<file path="config.mk">
export PLATFORM = sky130hd
export DESIGN_NAME = buf_wr_map_flat
export DESIGN_NICKNAME = d
export VERILOG_FILES = /design/src/buf_pkg.sv /design/src/bank_if.sv /design/src/buf_wr_map.sv /design/src/flat_wrapper.sv
export SDC_FILE = /design/constraint.sdc
export NUM_CORES = 1
export LEC_CHECK = 0
export BUFFER_PORTS_ARGS = -buffer_cell sky130_fd_sc_hd__buf_2
export CORE_AREA = 2 2 214 216
export DETAILED_ROUTE_END_ITERATION = 12
export DIE_AREA = 0 0 216 218
export PLACE_DENSITY = 0.35
export SYNTH_ARGS = -nofsm -noshare
export SYNTH_HDL_FRONTEND = slang
export SYNTH_SLANG_ARGS = --single-unit
</file>
<file path="constraint.sdc">
create_clock -name vclk -period 2.6
set_input_delay 0.52 -clock vclk [all_inputs]
set_output_delay 0.52 -clock vclk [all_outputs]
set_load 0.03 [all_outputs]
</file>
<file path="src/buf_pkg.sv">
// block-size enum, bank geometry constants and index types of the pixel buffer
package buf_pkg;

  // ----------------------------------------
  // block size, shared by write and read side
  // ----------------------------------------
  typedef enum logic [1:0] {
    SIZE_04 = 2'd0,
    SIZE_08 = 2'd1,
    SIZE_16 = 2'd2,
    SIZE_32 = 2'd3
  } blk_size_e;

  // ----------------------------------------
  // geometry
  // ----------------------------------------
  localparam int NUM_BANKS  = 4;
  localparam int BANK_DEPTH = 32;
  localparam int WORD_PIX   = 8;

  // word address is the pixel row
  typedef logic [$clog2(BANK_DEPTH)-1:0] bank_adr_t;

  // coordinate in 4x4 block units
  typedef logic [2:0] blk_pos_t;

  typedef logic [4:0] rd_idx_t;

endpackage

</file>
<file path="src/bank_if.sv">
// bank_if: write and read signals of the four pixel banks, with modports
`timescale 1ns/1ps

interface bank_if #(
  parameter int PIXEL_WIDTH = 8
) (
  input logic clk
);
  import buf_pkg::*;

  // write side, pixel enables are common to all banks
  logic [WORD_PIX-1:0]             wr_pen;
  bank_adr_t                       wr_adr [NUM_BANKS];
  logic [WORD_PIX*PIXEL_WIDTH-1:0] wr_dat [NUM_BANKS];

  // read side
  logic                            rd_ena;
  bank_adr_t                       rd_adr [NUM_BANKS];
  logic [WORD_PIX*PIXEL_WIDTH-1:0] rd_dat [NUM_BANKS];

  modport wr (
    input  clk,
    output wr_pen,
    output wr_adr,
    output wr_dat
  );

  modport rd (
    output rd_ena,
    output rd_adr,
    input  rd_dat
  );

  modport mem (
    input  wr_pen,
    input  wr_adr,
    input  wr_dat,
    input  rd_ena,
    input  rd_adr,
    output rd_dat
  );

endinterface

</file>
<file path="src/buf_wr_map.sv">
// buf_wr_map: pixel enables, rotated bank addresses and rotated data of a block write
`timescale 1ns/1ps

module buf_wr_map #(
  parameter int PIXEL_WIDTH = 8
) (
  input  logic                                                        wr_ena_i,
  input  buf_pkg::blk_size_e                                          wr_siz_i,
  input  buf_pkg::blk_pos_t                                           wr_x_i,
  input  buf_pkg::blk_pos_t                                           wr_y_i,
  input  logic [buf_pkg::NUM_BANKS*buf_pkg::WORD_PIX*PIXEL_WIDTH-1:0] wr_dat_i,
  bank_if.wr                                                          bank
);
  import buf_pkg::*;

  localparam int GRP_W = WORD_PIX * PIXEL_WIDTH;

  // bank offset of the column pair, bit-reversed pair index
  logic [1:0]                      col_rot;
  // grp[0] is the top row of the block
  logic [0:NUM_BANKS-1][GRP_W-1:0] grp;

  assign col_rot = {wr_x_i[1], wr_x_i[2]};
  assign grp     = wr_dat_i;

  // ----------------------------------------
  // pixel enables
  // ----------------------------------------
  always_comb begin
    if (!wr_ena_i) begin
      bank.wr_pen = '0;
    end else if (wr_siz_i != SIZE_04) begin
      bank.wr_pen = '1;
    end else if (wr_x_i[0]) begin
      // right 4 pixels only
      bank.wr_pen = {{(WORD_PIX/2){1'b0}}, {(WORD_PIX/2){1'b1}}};
    end else begin
      bank.wr_pen = {{(WORD_PIX/2){1'b1}}, {(WORD_PIX/2){1'b0}}};
    end
  end

  // ----------------------------------------
  // address and data rotation
  // ----------------------------------------
  // bank b takes the block row that lands on it after rotation
  always_comb begin
    logic [1:0] row_lo;
    for (int b = 0; b < NUM_BANKS; b++) begin
      row_lo         = 2'(b) - col_rot;
      bank.wr_adr[b] = {wr_y_i, row_lo};
      bank.wr_dat[b] = grp[row_lo];
    end
  end

  a_wr_known : assert property (@(posedge bank.clk)
    wr_ena_i |-> !$isunknown({wr_siz_i, wr_x_i, wr_y_i, wr_dat_i}));

endmodule

</file>
<file path="src/flat_wrapper.sv">
// flat-port wrapper written by rule: the top's interface ports become plain ports
module buf_wr_map_flat import buf_pkg::*;
#(
  parameter int PIXEL_WIDTH = 8
)
  (wr_ena_i, wr_siz_i, wr_x_i, wr_y_i, wr_dat_i, clk, bank_wr_pen, bank_wr_adr, bank_wr_dat);
  bank_if #(.PIXEL_WIDTH(PIXEL_WIDTH)) bank_i (.clk(clk));
  input  logic wr_ena_i;
  input  buf_pkg::blk_size_e wr_siz_i;
  input  buf_pkg::blk_pos_t wr_x_i;
  input  buf_pkg::blk_pos_t wr_y_i;
  input  logic [buf_pkg::NUM_BANKS*buf_pkg::WORD_PIX*PIXEL_WIDTH-1:0] wr_dat_i;
  input wire logic clk;
  output wire logic [$bits(bank_i.wr_pen)-1:0] bank_wr_pen;
  output wire logic [$bits(bank_i.wr_adr)-1:0] bank_wr_adr;
  output wire logic [$bits(bank_i.wr_dat)-1:0] bank_wr_dat;
  assign bank_wr_pen = bank_i.wr_pen;
  assign bank_wr_adr = {>>{bank_i.wr_adr}};
  assign bank_wr_dat = {>>{bank_i.wr_dat}};
  buf_wr_map #(.PIXEL_WIDTH(PIXEL_WIDTH)) u_core (.wr_ena_i(wr_ena_i), .wr_siz_i(wr_siz_i), .wr_x_i(wr_x_i), .wr_y_i(wr_y_i), .wr_dat_i(wr_dat_i), .bank(bank_i));
endmodule
</file>
==> results by group <==
Run status
  • Status: complete, no violations

Die
  • Placeable core area: 44900 sq um
  • Row cnt: 78
  • Die extent in x: 216 um
  • Initial Utilization: 14.4%
  • Die Height: 218 um
  • Ports: 550
  • Die area: 47100 sq um

Critical path
  • CP peak stage delay: 0.53 ns
  • Worst setup SP type: input port
  • Crit path max fanout: 24
  • CP dominant cell by count: buf_12
  • Critical path cell sequence: buf_8, buf_12, buf_12, mux4_2, buf_2
  • Slowest cell on crit path: mux4_2
  • CP endpoint kind: output port
  • Worst EP arrival: 1.81 ns
  • CP Class: input port to output port
  • CP required: 2.08 ns

STA
  • Pin slew with the least headroom to its limit: 0.347 ns
  • Final setup fails: 0
  • Tmin final: 2.33 ns
  • RSZ-0062 raised after global routing: no
  • Final Hold Fails: 0
  • Worst Setup Slack, final: 0.271 ns
  • Slew Limit Fails: 0
  • Period utilization: 89.6%
  • Slew headroom: 76.9%
  • Setup_tns: 0 ns
  • F_max: 0.429 GHz

Logic synthesis
  • Synth Instances: 343
  • Synth Warn #: 0
  • Register area share after synthesis: 0%
  • Post-Syn Nets: 609
  • Netlist cell types: 9
  • Syn avg cell area: 18.9 sq um
  • Mapped cell area: 6480 sq um

Placement
  • Placed Cells: 1441
  • Pre-CTS setup slack: 0.267 ns
  • Port bufs: 534
  • GP Congestion: 0.781
  • Detail Placement HPWL: 20700 um

Clock tree
  • PostCTS Resize Cnt: 0
  • # hold bufs at CTS: 0
  • Post-CTS setup buffer count: 0

Power
  • Sw frac: 58.6%
  • IR drop worst, VDD: 0.000114 V
  • Psw: 1.60 mW
  • Reg power frac: 0%
  • Clock share of power: 0%
  • Pint: 1.13 mW
  • Power per standard cell area: 279 nW/um^2
  • Total leakage power: 4.05 nW
  • Power share of the combinational group: 100.0%

Drt
  • Routed wire length: 23800 um
  • DR iter-0 viols: 258
  • Vias: 6459
  • Post-DR wirelength/cell: 16.5 um
  • Final ANT Viol Nets: 0
  • DRC Markers: 0
  • Drt first pass iters: 4
  • Via-to-Cell Ratio: 4.48

Global routing
  • Vias in the first global route: 6392
  • Number of antenna violations at the first check in global routing: 0
  • Pin count of the biggest net entering global routing: 30
  • First-pass GRT wire length: 35400 um
  • GRT Total Usage: 9.03%
  • Aggregate global routing overflow: 0

Final layout
  • Synthesis-to-layout area growth: 51.0%
  • CLK BUF: 0
  • Final sequential cell count: 0
  • Nets: 1109
  • Fin cells: 1441
  • N_diodes: 0
  • Layout cells sized above 1: 99.2%
  • Sequential cell area: 0 sq um

Run
  • Max_cap viols: 0

Hold path
  • Hold WC Path Type: input port to output port
==> power groups by stage <==
| stage | clock network, mW | registers (mW) | logic [mW] |
|---|---|---|---|
| detailed placement | 0 | 0 | 2.75 |
| finish | 0 | 0 | 2.73 |
| CTS | 0 | 0 | 2.76 |
| global placement | 0 | 0 | 2.76 |
| floorplan | 0 | 0 | 1.92 |
| global route | 0 | 0 | 2.88 |
==> synth_stat cells (all sizes together) <==
master | count | area (sq um)
a21boi | 1 | 7.51
buf | 80 | 678
inv | 3 | 11.3
mux4 | 256 | 5770
nor2 | 1 | 3.75
o31a | 1 | 8.76
xnor2 | 1 | 8.76
==> worst max-delay path, delay by kind of cell <==
family | cells | cell delay, ns
buffers and inverters | 4 | 0.72
muxes | 1 | 0.53
==> placed cells by master (no fill, tap or decap) <==
cell type and n:
buf_2 532, mux4_2 256, buf_4 27, buf_12 17, inv_1 3, buf_8 2
xnor2_1 1, o31a_1 1, nor2_1 1, a21boi_0 1
==> final timing paths <==
| kind | from | to | slack, ns | depth (start not counted) |
|---|---|---|---|---|
| setup / recovery | wr_x_i[2] | bank_wr_dat[55] | 0.27 | 5 |
| hold / removal | wr_y_i[0] | bank_wr_adr[2] | 1.04 | 0 |
==> routing by layer <==
layer,global-route usage [%],vias to the layer above,share of wire (%)
met2,17.2,315,55
met3,1.59,12,8.4
li1,-,2721,-
met1,11.0,3411,36
met5,0,-,0
met4,0.502,0,0.65
==> layout make-up <==
type | instances | area [sq um]
multi-input combinational | 260 | 5790
tap | 600 | 751
fill | 4861 | 35100
inverter | 3 | 11.3
timing repair buffer | 578 | 3240
==> logic make-up after synthesis <==
group                     share of synthesized area [%]
AOI/OAI and AO/OA                                 0.251
xor gates and xnor gates                          0.135
buffers and inverters                              10.6
muxes                                              88.9
and+or+nand+nor                                  0.0578
==> through the flow <==
stage                     utilization, %  area (sq um)  power [mW]  hold slack [ns]
after floorplan                        -          6480        1.92             1.17
after global placement              21.8          9790        2.76             1.04
after detailed placement            21.8          9790        2.75             1.04
after CTS                           21.8          9790        2.76             1.04
after global routing                21.8          9790        2.88             1.04
final                               21.8          9790        2.73             1.04
No activity file was read; power rests on OpenSTA's default activity.
