### src/buf_pkg.sv
// block-size enum, bank geometry constants and index types of the pixel buffer
package buf_pkg;

  // ----------------------------------------
  // block size, shared by write and read side
  // ----------------------------------------
  typedef enum logic [1:0] {
    SIZE_04 = 2'd0,
    SIZE_08 = 2'd1,
    SIZE_16 = 2'd2,
    SIZE_32 = 2'd3
  } blk_size_e;

  // ----------------------------------------
  // geometry
  // ----------------------------------------
  localparam int NUM_BANKS  = 4;
  localparam int BANK_DEPTH = 32;
  localparam int WORD_PIX   = 8;

  // word address is the pixel row
  typedef logic [$clog2(BANK_DEPTH)-1:0] bank_adr_t;

  // coordinate in 4x4 block units
  typedef logic [2:0] blk_pos_t;

  typedef logic [4:0] rd_idx_t;

endpackage

### src/bank_if.sv
// bank_if: write and read signals of the four pixel banks, with modports
`timescale 1ns/1ps

interface bank_if #(
  parameter int PIXEL_WIDTH = 8
) (
  input logic clk
);
  import buf_pkg::*;

  // write side, pixel enables are common to all banks
  logic [WORD_PIX-1:0]             wr_pen;
  bank_adr_t                       wr_adr [NUM_BANKS];
  logic [WORD_PIX*PIXEL_WIDTH-1:0] wr_dat [NUM_BANKS];

  // read side
  logic                            rd_ena;
  bank_adr_t                       rd_adr [NUM_BANKS];
  logic [WORD_PIX*PIXEL_WIDTH-1:0] rd_dat [NUM_BANKS];

  modport wr (
    input  clk,
    output wr_pen,
    output wr_adr,
    output wr_dat
  );

  modport rd (
    output rd_ena,
    output rd_adr,
    input  rd_dat
  );

  modport mem (
    input  wr_pen,
    input  wr_adr,
    input  wr_dat,
    input  rd_ena,
    input  rd_adr,
    output rd_dat
  );

endinterface

### src/buf_rd_map.sv
// buf_rd_map: bank read addresses, delayed output selector and row-major reorder
`timescale 1ns/1ps

module buf_rd_map #(
  parameter int PIXEL_WIDTH = 8
) (
  input  logic                                                        clk,
  input  logic                                                        rstn,
  input  logic                                                        rd_ena_i,
  input  buf_pkg::blk_size_e                                          rd_siz_i,
  input  buf_pkg::blk_pos_t                                           rd_x_i,
  input  buf_pkg::blk_pos_t                                           rd_y_i,
  input  buf_pkg::rd_idx_t                                            rd_idx_i,
  bank_if.rd                                                          bank,
  output logic [buf_pkg::NUM_BANKS*buf_pkg::WORD_PIX*PIXEL_WIDTH-1:0] rd_dat_o
);
  import buf_pkg::*;

  localparam int GRP_W = WORD_PIX * PIXEL_WIDTH;

  // selector state of the read in flight
  logic                            rd_vld_r;
  blk_size_e                       rd_siz_r;
  logic [1:0]                      rd_x_r;
  logic [1:0]                      rd_idx_r;

  logic [1:0]                      sel_base;
  logic                            sel_rev;
  logic [0:NUM_BANKS-1][GRP_W-1:0] grp;

  assign bank.rd_ena = rd_ena_i;

  // ----------------------------------------
  // read addresses
  // ----------------------------------------
  always_comb begin
    logic [1:0] row_lo;
    for (int b = 0; b < NUM_BANKS; b++) begin
      // 8x8: row that the pair rotation puts on bank b
      row_lo = 2'(b) - {rd_x_i[1], rd_x_i[2]};
      case (rd_siz_i)
        SIZE_32: begin
          bank.rd_adr[b] = rd_idx_i;
        end
        SIZE_16: begin
          // even banks hold the upper row when x[2] is 0
          bank.rd_adr[b] = {rd_y_i[2], rd_idx_i[3:1], b[0] ^ rd_x_i[2]};
        end
        default: begin
          bank.rd_adr[b] = {rd_y_i[2:1], rd_idx_i[2], row_lo};
        end
      endcase
    end
  end

  // ----------------------------------------
  // selector delay, aligned with bank read
  // ----------------------------------------
  always_ff @(posedge clk or negedge rstn) begin
    if (!rstn) begin
      rd_vld_r <= 1'b0;
      rd_siz_r <= SIZE_32;
      rd_x_r   <= '0;
      rd_idx_r <= '0;
    end else if (rd_ena_i) begin
      rd_vld_r <= 1'b1;
      rd_siz_r <= rd_siz_i;
      rd_x_r   <= rd_x_i[2:1];
      rd_idx_r <= rd_idx_i[1:0];
    end
  end

  // ----------------------------------------
  // output reorder
  // ----------------------------------------
  // group j comes from bank sel_base + j, j bit-reversed for row and 16-wide reads
  always_comb begin
    case (rd_siz_r)
      SIZE_32: begin
        sel_base = rd_idx_r;
        sel_rev  = 1'b1;
      end
      SIZE_16: begin
        sel_base = {rd_idx_r[1], rd_x_r[1]};
        sel_rev  = 1'b1;
      end
      default: begin
        sel_base = {rd_x_r[0], rd_x_r[1]};
        sel_rev  = 1'b0;
      end
    endcase
  end

  always_comb begin
    logic [1:0] grp_idx;
    logic [1:0] bank_sel;
    for (int j = 0; j < NUM_BANKS; j++) begin
      grp_idx  = 2'(j);
      bank_sel = sel_base + (sel_rev ? {grp_idx[0], grp_idx[1]} : grp_idx);
      grp[j]   = bank.rd_dat[bank_sel];
    end
  end

  // zero until the first read returns
  assign rd_dat_o = rd_vld_r ? grp : '0;

  a_no_rd_4x4 : assert property (@(posedge clk) disable iff (!rstn)
    rd_ena_i |-> rd_siz_i != SIZE_04);

  a_no_sel_4x4 : assert property (@(posedge clk) disable iff (!rstn)
    rd_siz_r != SIZE_04);

endmodule

### src/flat_wrapper.sv
// flat-port wrapper written by rule: the top's interface ports become plain ports
module buf_rd_map_flat import buf_pkg::*;
#(
  parameter int PIXEL_WIDTH = 8
)
  (clk, rstn, rd_ena_i, rd_siz_i, rd_x_i, rd_y_i, rd_idx_i, rd_dat_o, bank_rd_ena, bank_rd_adr, bank_rd_dat);
  bank_if #(.PIXEL_WIDTH(PIXEL_WIDTH)) bank_i (.clk(clk));
  input  logic clk;
  input  logic rstn;
  input  logic rd_ena_i;
  input  buf_pkg::blk_size_e rd_siz_i;
  input  buf_pkg::blk_pos_t rd_x_i;
  input  buf_pkg::blk_pos_t rd_y_i;
  input  buf_pkg::rd_idx_t rd_idx_i;
  output logic [buf_pkg::NUM_BANKS*buf_pkg::WORD_PIX*PIXEL_WIDTH-1:0] rd_dat_o;
  output wire logic [$bits(bank_i.rd_ena)-1:0] bank_rd_ena;
  output wire logic [$bits(bank_i.rd_adr)-1:0] bank_rd_adr;
  input wire logic [$bits(bank_i.rd_dat)-1:0] bank_rd_dat;
  assign bank_rd_ena = bank_i.rd_ena;
  assign bank_rd_adr = {>>{bank_i.rd_adr}};
  assign bank_i.rd_dat = {>>{bank_rd_dat}};
  buf_rd_map #(.PIXEL_WIDTH(PIXEL_WIDTH)) u_core (.clk(clk), .rstn(rstn), .rd_ena_i(rd_ena_i), .rd_siz_i(rd_siz_i), .rd_x_i(rd_x_i), .rd_y_i(rd_y_i), .rd_idx_i(rd_idx_i), .bank(bank_i), .rd_dat_o(rd_dat_o));
endmodule
### config.mk
export PLATFORM = sky130hd
export DESIGN_NAME = buf_rd_map_flat
export DESIGN_NICKNAME = d
export VERILOG_FILES = /design/src/buf_pkg.sv /design/src/bank_if.sv /design/src/buf_rd_map.sv /design/src/flat_wrapper.sv
export SDC_FILE = /design/constraint.sdc
export NUM_CORES = 1
export LEC_CHECK = 0
export BUFFER_PORTS_ARGS = -buffer_cell sky130_fd_sc_hd__buf_2
export CORE_AREA = 2 2 213 215
export DETAILED_ROUTE_END_ITERATION = 8
export DIE_AREA = 0 0 215 217
export PLACE_DENSITY = 0.5
export SETUP_SLACK_MARGIN = 0.15
export SLEW_MARGIN = 10
export SYNTH_ARGS = -nofsm -noshare
export SYNTH_HDL_FRONTEND = slang
export SYNTH_SLANG_ARGS = --single-unit
### constraint.sdc
create_clock -name clk -period 4.05 [get_ports clk]
set_input_delay 0.2025 -clock clk [delete_from_list [all_inputs] [get_ports clk]]
set_output_delay 0.2025 -clock clk [all_outputs]
set_load 0.02 [all_outputs]
==> impl_metrics.json, run 1 <==
{
  "die_y_um": 217,
  "ctsRootBufferMaster": "clkbuf_16",
  "min_delay_path_depth": 3,
  "total_power_uw": 4060,
  "cts.clk_slew.worst_paths_ns": 0.04,
  "synthTopCellsByArea": "mux2i_1, a211oi_1, nor2b_1, o22ai_1, buf_2",
  "cts_resized": 0,
  "fp.dieW_um": 215,
  "max_freq_mhz": 329,
  "final_util": 0.249,
  "place_ws_ns": 1.26,
  "post_cts_buffers": 0,
  "ant_nets": 0,
  "vias": 10271,
  "cts_max_path_buffers": 2,
  "multi_input_area_um2": 7060,
  "maxCapViolations": 0,
  "power_density_nw_per_um2": 365,
  "synth_area_um2": 8200,
  "status": "finished clean",
  "num_io_pins": 549,
  "fillers": 5022,
  "leakagePower_uw": 0.00512,
  "first_global_vias": 9748,
  "syn_to_final_growth_pct": 35.7,
  "period_share": 0.750,
  "cts_tree": "built",
  "die_area_um2": 46700,
  "post_drt_via_cell_ratio": 5.00,
  "hold_path_class": "in2reg",
  "r2r_cells": 1,
  "h-tree-depth": 1,
  "first_pass_iters": 5,
  "cts.sinks": 7,
  "cp_data_required_time_ns": 3.85,
  "synth_cell_types": 25,
  "yosysWarnings": 0,
  "place_area_um2": 11000,
  "slew_violations": 0,
  "wl_per_cell_um": 17.9,
  "yosys_register_bits": 7,
  "yosysTopAreaCellShare": 0.393,
  "drt-initial-drc-count": 554,
  "grt_max_degree": 96,
  "core_region_area_um2": 44700,
  "start_kind": "flip-flop",
  "synth_top_cell_by_area": "mux2i_1",
  "regArea_um2": 178,
  "syn_nets": 1303,
  "max-slew-margin-rel": 0.469,
  "grt_usage": 0.144,
  "synthCells": 1031,
  "routed_wl_um": 36800,
  "worst_pin_slew_ns": 0.797,
  "antenna_found_initial": 1,
  "start_util": 0.183,
  "syn_avg_cell_area_um2": 7.96,
  "fin_tns_setup_ns": 0,
  "hold_viol": 0,
  "critPathKind": "reg2out",
  "routabilityCongestion": 0.877,
  "endpoint_kind": "primary output",
  "insertion_delay_ns": 0.23,
  "overflow": 0,
  "drc": 0,
  "post-route-min-period_ns": 3.04,
  "setup_ws_ns": 1.01,
  "num_rows": 78,
  "cts_buffers": 3,
  "fin_area_um2": 11100,
  "crit_fanout": 39,
  "clock_skew_ns": 0,
  "layout-drive-gt1-share": 0.405,
  "arrival_ns": 2.83,
  "nets": 1726,
  "rsz0062_at_grt": "no",
  "ys_seq_area_frac": 0.0217,
  "grt_pass1_wl_um": 56000,
  "finalSetupViolCount": 0,
  "hold_buffers": 1,
  "max-vdd-ir-drop_uv": 318,
  "dp_hpwl_um": 28700,
  "port_buffers": 541
}
-- per-stage QoR --
step	hold slack [ns]	std cells
final	0.226	2054
after global routing	0.233	2054
after CTS	0.228	2053
after detailed placement	0.0411	2048
after global placement	0.0387	2048
after floorplan	-0.0931	1031
-- worst paths after layout --
kind                                                start                        endpoint  slack [ns]
max in group asynchronous                            rstn  u_core.rd_siz_r[1]$_DFFE_PN1P_        3.47
setup / recovery           u_core.rd_siz_r[1]$_DFFE_PN1P_                   rd_dat_o[250]        1.01
min in group asynchronous                            rstn  u_core.rd_idx_r[0]$_DFFE_PN0P_        0.35
setup reg to reg           u_core.rd_siz_r[1]$_DFFE_PN1P_  u_core.rd_siz_r[1]$_DFFE_PN1P_        3.12
hold reg to reg            u_core.rd_siz_r[0]$_DFFE_PN1P_  u_core.rd_siz_r[0]$_DFFE_PN1P_        0.53
hold / removal                                rd_siz_i[0]  u_core.rd_siz_r[0]$_DFFE_PN1P_        0.23
-- cells by family (layout without fill, tap and decap cells) --
logic type      Yosys count  count (layout)  synth area share
compound gates          392             392             0.337
other cells               0               1                 0
simple gates            142             142             0.105
xor+xnor                  3               3           0.00320
flops                     7               7            0.0217
mux                     333             333             0.411
buf+inv                 154             576             0.123
-- Yosys cell counts --
| library cell | n |
|---|---|
| a211oi_1 | 256 |
| a21boi_0 | 1 |
| a21oi_1 | 1 |
| buf_1 | 3 |
| buf_12 | 7 |
| buf_2 | 55 |
| buf_4 | 29 |
| buf_6 | 9 |
| buf_8 | 6 |
| clkbuf_1 | 40 |
| dfrtp_1 | 5 |
| dfstp_2 | 2 |
| inv_1 | 5 |
| mux2_2 | 9 |
| mux2i_1 | 322 |
| mux2i_4 | 2 |
| nand2_1 | 9 |
| nor2_1 | 3 |
| nor2b_1 | 128 |
| o21ai_0 | 5 |
| o21ai_1 | 1 |
| o22ai_1 | 128 |
| or2_1 | 1 |
| or2_2 | 1 |
| xor2_1 | 3 |
-- metal layers --
metal | up-vias | wire length, um | global-route usage
met5 | - | 0 | 0
met4 | 0 | 480 | 0.0189
met3 | 35 | 1960 | 0.0172
met2 | 381 | 18300 | 0.265
met1 | 4906 | 16000 | 0.183
li1 | 4949 | - | -
-- power breakdown --
group / leakage (uW) / switching [uW] / internal [uW] / total, uW
Combinational: 0.00501 / 2400 / 1400 / 3800
Clock: 0.0000382 / 33.3 / 131 / 164
Sequential: 0.0000765 / 13.7 / 77.9 / 91.6
-- layout by cell type (no fill, tap or decap), types with 2 or more instances in the layout --
master / count
xor2_1: 3
o22ai_1: 128
buf_2: 541
a211oi_1: 256
buf_4: 14
nor2b_1: 128
buf_12: 11
mux2i_4: 3
inv_1: 4
nor2_1: 3
mux2i_1: 321
dfstp_2: 2
o21ai_0: 5
nand2_1: 8
mux2_2: 8
clkbuf_16: 3
dfrtp_1: 5
-- flip-flops by register name, indices dropped and copies added, names as in the netlist --
name,flops
u_core.rd_idx_r,2
u_core.rd_siz_r,2
u_core.rd_x_r,2
u_core.rd_vld_r,1
-- final cells by class --
type / count / share of cell area
diodes: 1 / 0.000225
clock buffers: 4 / 0.00708
inverters: 5 / 0.00191
multi-input cells: 870 / 0.634
flip-flops and latches: 7 / 0.0160
well taps: 600 / 0.0674
repair buffers: 567 / 0.273
-- critical path: stages, from the launching register on --
cell	delay [ns]
dfstp_2	0.67
mux2i_4	0.35
buf_12	0.21
buf_4	0.41
mux2i_1	0.17
a211oi_1	0.51
buf_2	0.27
Note: power is estimated with default switching activity, not from simulation.
==> run 2, diff against run 1 <==
--- a/config.mk
+++ b/config.mk
@@ -5,11 +5,12 @@
 export SDC_FILE = /design/constraint.sdc
 export NUM_CORES = 1
 export LEC_CHECK = 0
+export ABC_AREA = 1
 export BUFFER_PORTS_ARGS = -buffer_cell sky130_fd_sc_hd__buf_2
-export CORE_AREA = 2 2 213 215
+export CORE_AREA = 2 2 214 216
 export DETAILED_ROUTE_END_ITERATION = 8
-export DIE_AREA = 0 0 215 217
-export PLACE_DENSITY = 0.5
+export DIE_AREA = 0 0 216 218
+export PLACE_DENSITY = 0.58
 export SETUP_SLACK_MARGIN = 0.15
 export SLEW_MARGIN = 10
 export SYNTH_ARGS = -nofsm -noshare
==> constraint.sdc (replaced) <==
create_clock -name clk -period 3.1 [get_ports clk]
set_input_delay 0.155 -clock clk [delete_from_list [all_inputs] [get_ports clk]]
set_output_delay 0.155 -clock clk [all_outputs]
set_load 0.02 [all_outputs]
==> run 2 against run 1 <==
Critical path depth increased by 4. Hold slack got worse by 0.076 ns. Critical path type unchanged. Via count increased by 76%. Final cell count increased by 73%.
==> impl_metrics.json, run 2 <==
{
  "arrival_ns": 2.57,
  "port_buffers": 541,
  "synthTopCellsByArea": "nand2_1, nand3_1, inv_1, nand4_1, nor2_1",
  "drc": 0,
  "worst_pin_slew_ns": 0.744,
  "syn_avg_cell_area_um2": 4.51,
  "grt_use_met3": 0.0324,
  "num_io_pins": 549,
  "r2r_end": "u_core.rd_vld_r$_DFFE_PN0P_",
  "yosys_register_bits": 7,
  "hold_viol": 0,
  "hold_end": "u_core.rd_siz_r[0]$_DFFE_PN1P_",
  "core_region_area_um2": 44900,
  "ys_seq_area_frac": 0.0154,
  "h-tree-depth": 1,
  "maxCapViolations": 0,
  "drt-initial-drc-count": 1754,
  "cts_buffers": 3,
  "nets": 3210,
  "dp_hpwl_um": 39800,
  "first_global_vias": 15767,
  "synth_cell_types": 24,
  "fp.dieW_um": 216,
  "grt_max_degree": 136,
  "yosysTopAreaCellShare": 0.258,
  "top_regs": "u_core.rd_idx_r x2, u_core.rd_siz_r x2, u_core.rd_x_r x2",
  "insertion_delay_ns": 0.23,
  "synth-async-reset-ratio": 1.00,
  "leakagePower_uw": 0.00908,
  "synth_commonest_cells": "nand2_1, inv_1, nor2_1",
  "ctsRootBufferMaster": "clkbuf_16",
  "antenna_found_initial": 8,
  "synthCells": 2568,
  "r2r-start": "u_core.rd_vld_r$_DFFE_PN0P_",
  "cp_data_required_time_ns": 2.94,
  "period_share": 0.880,
  "sequentialPowerShare": 0.019,
  "setup_ws_ns": 0.371,
  "max-slew-margin-rel": 0.504,
  "grt_use_met1": 0.274,
  "cts_tree": "built",
  "overflow": 0,
  "slew_violations": 0,
  "min_delay_path_depth": 3,
  "final_common_cell": "nand2_1",
  "start_kind": "flip-flop",
  "die_area_um2": 47100,
  "max_freq_mhz": 366,
  "status": "finished clean",
  "vias": 18052,
  "post-route-min-period_ns": 2.73,
  "wl_per_cell_um": 15.5,
  "most-common-layout-cells": "nand2_1, buf_2, inv_1",
  "rsz0062_at_grt": "no",
  "yosysWarnings": 0,
  "num_rows": 78,
  "comb_power_share": 0.945,
  "grt_pass1_wl_um": 85100,
  "die_y_um": 218,
  "p_sw_frac": 0.652,
  "clock_skew_ns": 0,
  "gr-max-usage-layer": "met2",
  "layout-drive-gt1-share": 0.218,
  "critPathKind": "reg2out",
  "grt_usage": 0.216,
  "syn_to_final_growth_pct": 27.0,
  "post_drt_via_cell_ratio": 5.09,
  "cts.sinks": 7,
  "routabilityCongestion": 0.950,
  "endpoint_kind": "primary output",
  "total_power_uw": 6000,
  "first_pass_iters": 6,
  "routed_wl_um": 55000,
  "internal-power_uw": 2090,
  "grt.met2_usage": 0.369,
  "place_ws_ns": 0.625,
  "crit_fanout": 20,
  "cts.clk_slew.worst_paths_ns": 0.04,
  "max-vdd-ir-drop_uv": 227,
  "cts_max_path_buffers": 2,
  "yosysMostFrequentCell": "nand2_1",
  "syn_nets": 2840,
  "synth_edf_count": 0,
  "power_density_nw_per_um2": 408,
  "finalSetupViolCount": 0,
  "hold_path_class": "in2reg",
  "clock_power_share": 0.036,
  "min_from": "rd_siz_i[0]",
  "synth_ff_type": "dfrtp_1",
  "fin_tns_setup_ns": 0,
  "ff2ff_setup_slack_ns": 1.54,
  "start_util": 0.258,
  "p_switching_uw": 3920,
  "ant_nets": 0,
  "r2r_cells": 3,
  "synth_area_um2": 11600,
  "synth_top_cell_by_area": "nand2_1"
}
-- run 2: cell count changes in the layout (fill, tap and decap cells not counted), sizes merged, moves of 130 or more --
cell / change
a21oi: +130
o21ai: +257
nor2: +317
a211oi: -256
nand3: +266
inv: +327
nand4: +193
mux2i: -324
nand2: +792
-- run 2: metrics by stage --
stage          std cells  utilization  instance area [um^2]  hold slack, ns
4_1_cts             3537        0.327                 14700           0.153
3_3_place_gp        3532        0.325                 14600        -0.00697
5_1_grt             3542        0.327                 14700           0.186
6_report            3544        0.328                 14700           0.150
3_5_place_dp        3532        0.325                 14600        -0.00200
2_1_floorplan       2568            -                 11600          -0.141
-- run 2: power groups by stage --
stage                     Clock (uW)  Sequential, uW  Combinational (uW)
after floorplan                    0             108                3780
after global placement             0             113                5610
after detailed placement           0             113                5620
after CTS                        220             112                5640
after global routing             226             113                6170
final                            218             111                5670
-- run 2: cells by family (layout without fill, tap and decap cells) --
family / after synthesis / count (layout) / share of synthesized area
buffers and inverters: 584 / 953 / 0.223
AND/OR/NAND/NOR: 1582 / 1582 / 0.590
flip-flops: 7 / 7 / 0.0154
other: 0 / 7 / 0
AO/OA/AOI/OAI: 394 / 394 / 0.170
XOR/XNOR: 1 / 1 / 0.000757
-- run 2: final cells by class --
cell class	instances	area [um^2]
Timing Repair Buffer	617	3560
Antenna cell	7	17.5
Clock buffer	4	78.8
Inverter	332	1250
Multi-Input combinational cell	1977	8870
Sequential cell	7	181
Fill cell	5307	30200
Tap cell	600	751
-- run 2: worst max path at each step --
stage	from	to	cells after the start
finish	u_core.rd_siz_r[1]$_DFFE_PN1P_	rd_dat_o[29]	10
global route	u_core.rd_siz_r[1]$_DFFE_PN1P_	rd_dat_o[157]	9
CTS	u_core.rd_siz_r[1]$_DFFE_PN1P_	rd_dat_o[29]	10
detailed placement	u_core.rd_siz_r[1]$_DFFE_PN1P_	rd_dat_o[29]	10
global placement	u_core.rd_siz_r[1]$_DFFE_PN1P_	rd_dat_o[29]	10
floorplan	u_core.rd_siz_r[1]$_DFFE_PN1P_	rd_dat_o[137]	12
-- run 2: what timing repair did --
action | in CTS | in global routing
hold buffers | 1 | 0
gates resized for setup | 0 | 0
buffers inserted | 0 | 0
hold endpoints to repair | 7 | 0
-- run 2: worst max-delay path, cell delays in order (launching register included) --
cell     delay [ns]
dfstp_2        0.65
inv_4          0.10
nand2_2        0.13
nand2_8        0.09
inv_2          0.11
nand2_1        0.07
nand2_2        0.34
buf_4          0.39
nor2_1         0.09
nor2_1         0.15
buf_2          0.19
-- run 2: metal layers --
metal / share of wire / wire [um] / up-vias
li1: - / - / 8948
met1: 0.40 / 22200 / 8001
met2: 0.47 / 25700 / 978
met3: 0.094 / 5150 / 121
met4: 0.035 / 1950 / 4
met5: 0.00044 / 24 / -
==> run 3, diff against run 2 <==
--- a/config.mk
+++ b/config.mk
@@ -11,7 +11,7 @@
 export DETAILED_ROUTE_END_ITERATION = 8
 export DIE_AREA = 0 0 216 218
 export PLACE_DENSITY = 0.58
-export SETUP_SLACK_MARGIN = 0.15
+export REMOVE_ABC_BUFFERS = 1
 export SLEW_MARGIN = 10
 export SYNTH_ARGS = -nofsm -noshare
 export SYNTH_HDL_FRONTEND = slang
==> run 3 against run 2 <==
Register-to-register slack better by 0.10 ns. First-iteration DRC count up 11%. Critical path type unchanged. Clock skew did not move. Critical endpoint is now rd_dat_o[5]. Highest routed layer unchanged. Hold slack improved by 0.0070 ns. Power hardly changed. Maximum frequency grew 0.18%.
==> impl_metrics.json, run 3 (synthesis results as in run 2) <==
{
  "status": "finished clean",
  "setup_ws_ns": 0.376,
  "arrival_ns": 2.57,
  "leakagePower_uw": 0.00903,
  "cts.clk_slew.worst_paths_ns": 0.03,
  "overflow": 0,
  "dr_wl_met2_um": 25300,
  "die_y_um": 218,
  "start_util": 0.258,
  "total_power_uw": 6000,
  "hold_path_class": "in2reg",
  "worst_pin_slew_ns": 0.685,
  "wl_per_cell_um": 15.5,
  "fp.dieW_um": 216,
  "fillers": 5384,
  "drc": 0,
  "maxCapViolations": 0,
  "syn_to_final_growth_pct": 26.3,
  "clock_skew_ns": 0,
  "max-slew-margin-rel": 0.543,
  "ff2ff_setup_slack_ns": 1.64,
  "cp_data_required_time_ns": 2.94,
  "cts.sinks": 7,
  "num_io_pins": 549,
  "internal-power_uw": 2070,
  "place_ws_ns": 0.586,
  "port_buffers": 541,
  "vias": 17935,
  "slew_violations": 0,
  "ctsRootBufferMaster": "clkbuf_16",
  "max_freq_mhz": 367,
  "ant_nets": 0,
  "rsz0062_at_grt": "no",
  "cts_buffers": 3,
  "grt_usage": 0.213,
  "power_density_nw_per_um2": 411,
  "core_region_area_um2": 44900,
  "post-route-min-period_ns": 2.72,
  "max-vdd-ir-drop_uv": 323,
  "antenna_found_initial": 6,
  "cts_max_path_buffers": 2,
  "top_regs": "u_core.rd_idx_r x2, u_core.rd_siz_r x2, u_core.rd_x_r x2",
  "insertion_delay_ns": 0.23,
  "final_common_cell": "nand2_1",
  "p_sw_frac": 0.655,
  "sequentialPowerShare": 0.019,
  "routabilityCongestion": 0.937,
  "top_layer_used": "met5",
  "start_kind": "flip-flop",
  "hold_viol": 0,
  "post_cts_buffers": 0,
  "endpoint_kind": "primary output",
  "comb_power_share": 0.945,
  "crit_fanout": 28,
  "first_pass_iters": 5,
  "nets": 3197,
  "critPathKind": "reg2out",
  "period_share": 0.879,
  "p_switching_uw": 3930,
  "clock_power_share": 0.037,
  "layout-drive-gt1-share": 0.215,
  "dp_hpwl_um": 38900,
  "h-tree-depth": 1,
  "grt_pass1_wl_um": 84000,
  "cts_tree": "built",
  "most-common-layout-cells": "nand2_1, buf_2, inv_1",
  "hold_buffers": 1,
  "grt_max_degree": 132,
  "first_global_vias": 15484,
  "m1WireLength_um": 22800,
  "routed_wl_um": 54500,
  "post_drt_via_cell_ratio": 5.09,
  "num_rows": 78,
  "cts_resized": 0,
  "finalSetupViolCount": 0,
  "drt-initial-drc-count": 1951,
  "fin_tns_setup_ns": 0,
  "dr_wl_met3_um": 5010,
  "die_area_um2": 47100
}
run 3: changes by cell type in the layout (fill, tap and decap cells not counted):
cell | previous run | this run
buf_4 | 53 | 39
diode_2 | 7 | 3
buf_12 | 22 | 23
clkinv_2 | 0 | 1
inv_2 | 3 | 2
nand2_2 | 2 | 1
nand2_4 | 3 | 4
run 3: power by group through the flow:
stage / logic (uW) / registers, uW / clock network, uW
2_1_floorplan: 3600 / 111 / 0
3_3_place_gp: 5620 / 113 / 0
3_5_place_dp: 5630 / 113 / 0
4_1_cts: 5640 / 112 / 223
5_1_grt: 6170 / 113 / 226
6_report: 5670 / 112 / 221
run 3: worst max-delay path: stages, from the launching register on:
cell and delay [ns]:
dfstp_2 0.65, inv_4 0.10, nand2_2 0.13, nand2_8 0.14, clkinv_2 0.12, nand2_1 0.09
nand2_4 0.32, buf_12 0.25, nor2_1 0.07, nor2_1 0.21, buf_2 0.21
run 3: routing by layer:
layer  track usage  vias to the layer above
met3        0.0298                      103
met4        0.0653                        4
met5             0                        -
met1         0.284                     7974
li1              -                     8917
met2         0.353                      937
run 3: cell type report:
| class | count | area [um^2] | area share |
|---|---|---|---|
| Inverter | 332 | 1250 | 0.0855 |
| Tap cell | 600 | 751 | 0.0514 |
| Antenna cell | 3 | 7.51 | 0.000514 |
| Timing Repair Buffer | 604 | 3470 | 0.238 |
| Multi-Input combinational cell | 1977 | 8870 | 0.607 |
| Sequential cell | 7 | 181 | 0.0124 |
| Clock buffer | 4 | 78.8 | 0.00539 |
run 3: worst paths after layout:
kind / startpoint / end / depth (start not counted)
max: u_core.rd_siz_r[1]$_DFFE_PN1P_ / rd_dat_o[5] / 10
min: rd_idx_i[1] / u_core.rd_idx_r[1]$_DFFE_PN0P_ / 3
max reg2reg: u_core.rd_vld_r$_DFFE_PN0P_ / u_core.rd_vld_r$_DFFE_PN0P_ / 2
min reg2reg: u_core.rd_idx_r[1]$_DFFE_PN0P_ / u_core.rd_idx_r[1]$_DFFE_PN0P_ / 2
max in group asynchronous: rstn / u_core.rd_siz_r[1]$_DFFE_PN1P_ / 2
min in group asynchronous: rstn / u_core.rd_x_r[1]$_DFFE_PN0P_ / 2
run 3: per-stage QoR:
stage	util	area [um^2]	std cells	hold slack [ns]
2_1_floorplan	-	10200	2316	-0.141
3_3_place_gp	0.323	14500	3519	-0.0101
3_5_place_dp	0.323	14500	3519	-0.00993
4_1_cts	0.325	14600	3524	0.159
5_1_grt	0.326	14600	3527	0.173
6_report	0.326	14600	3527	0.157
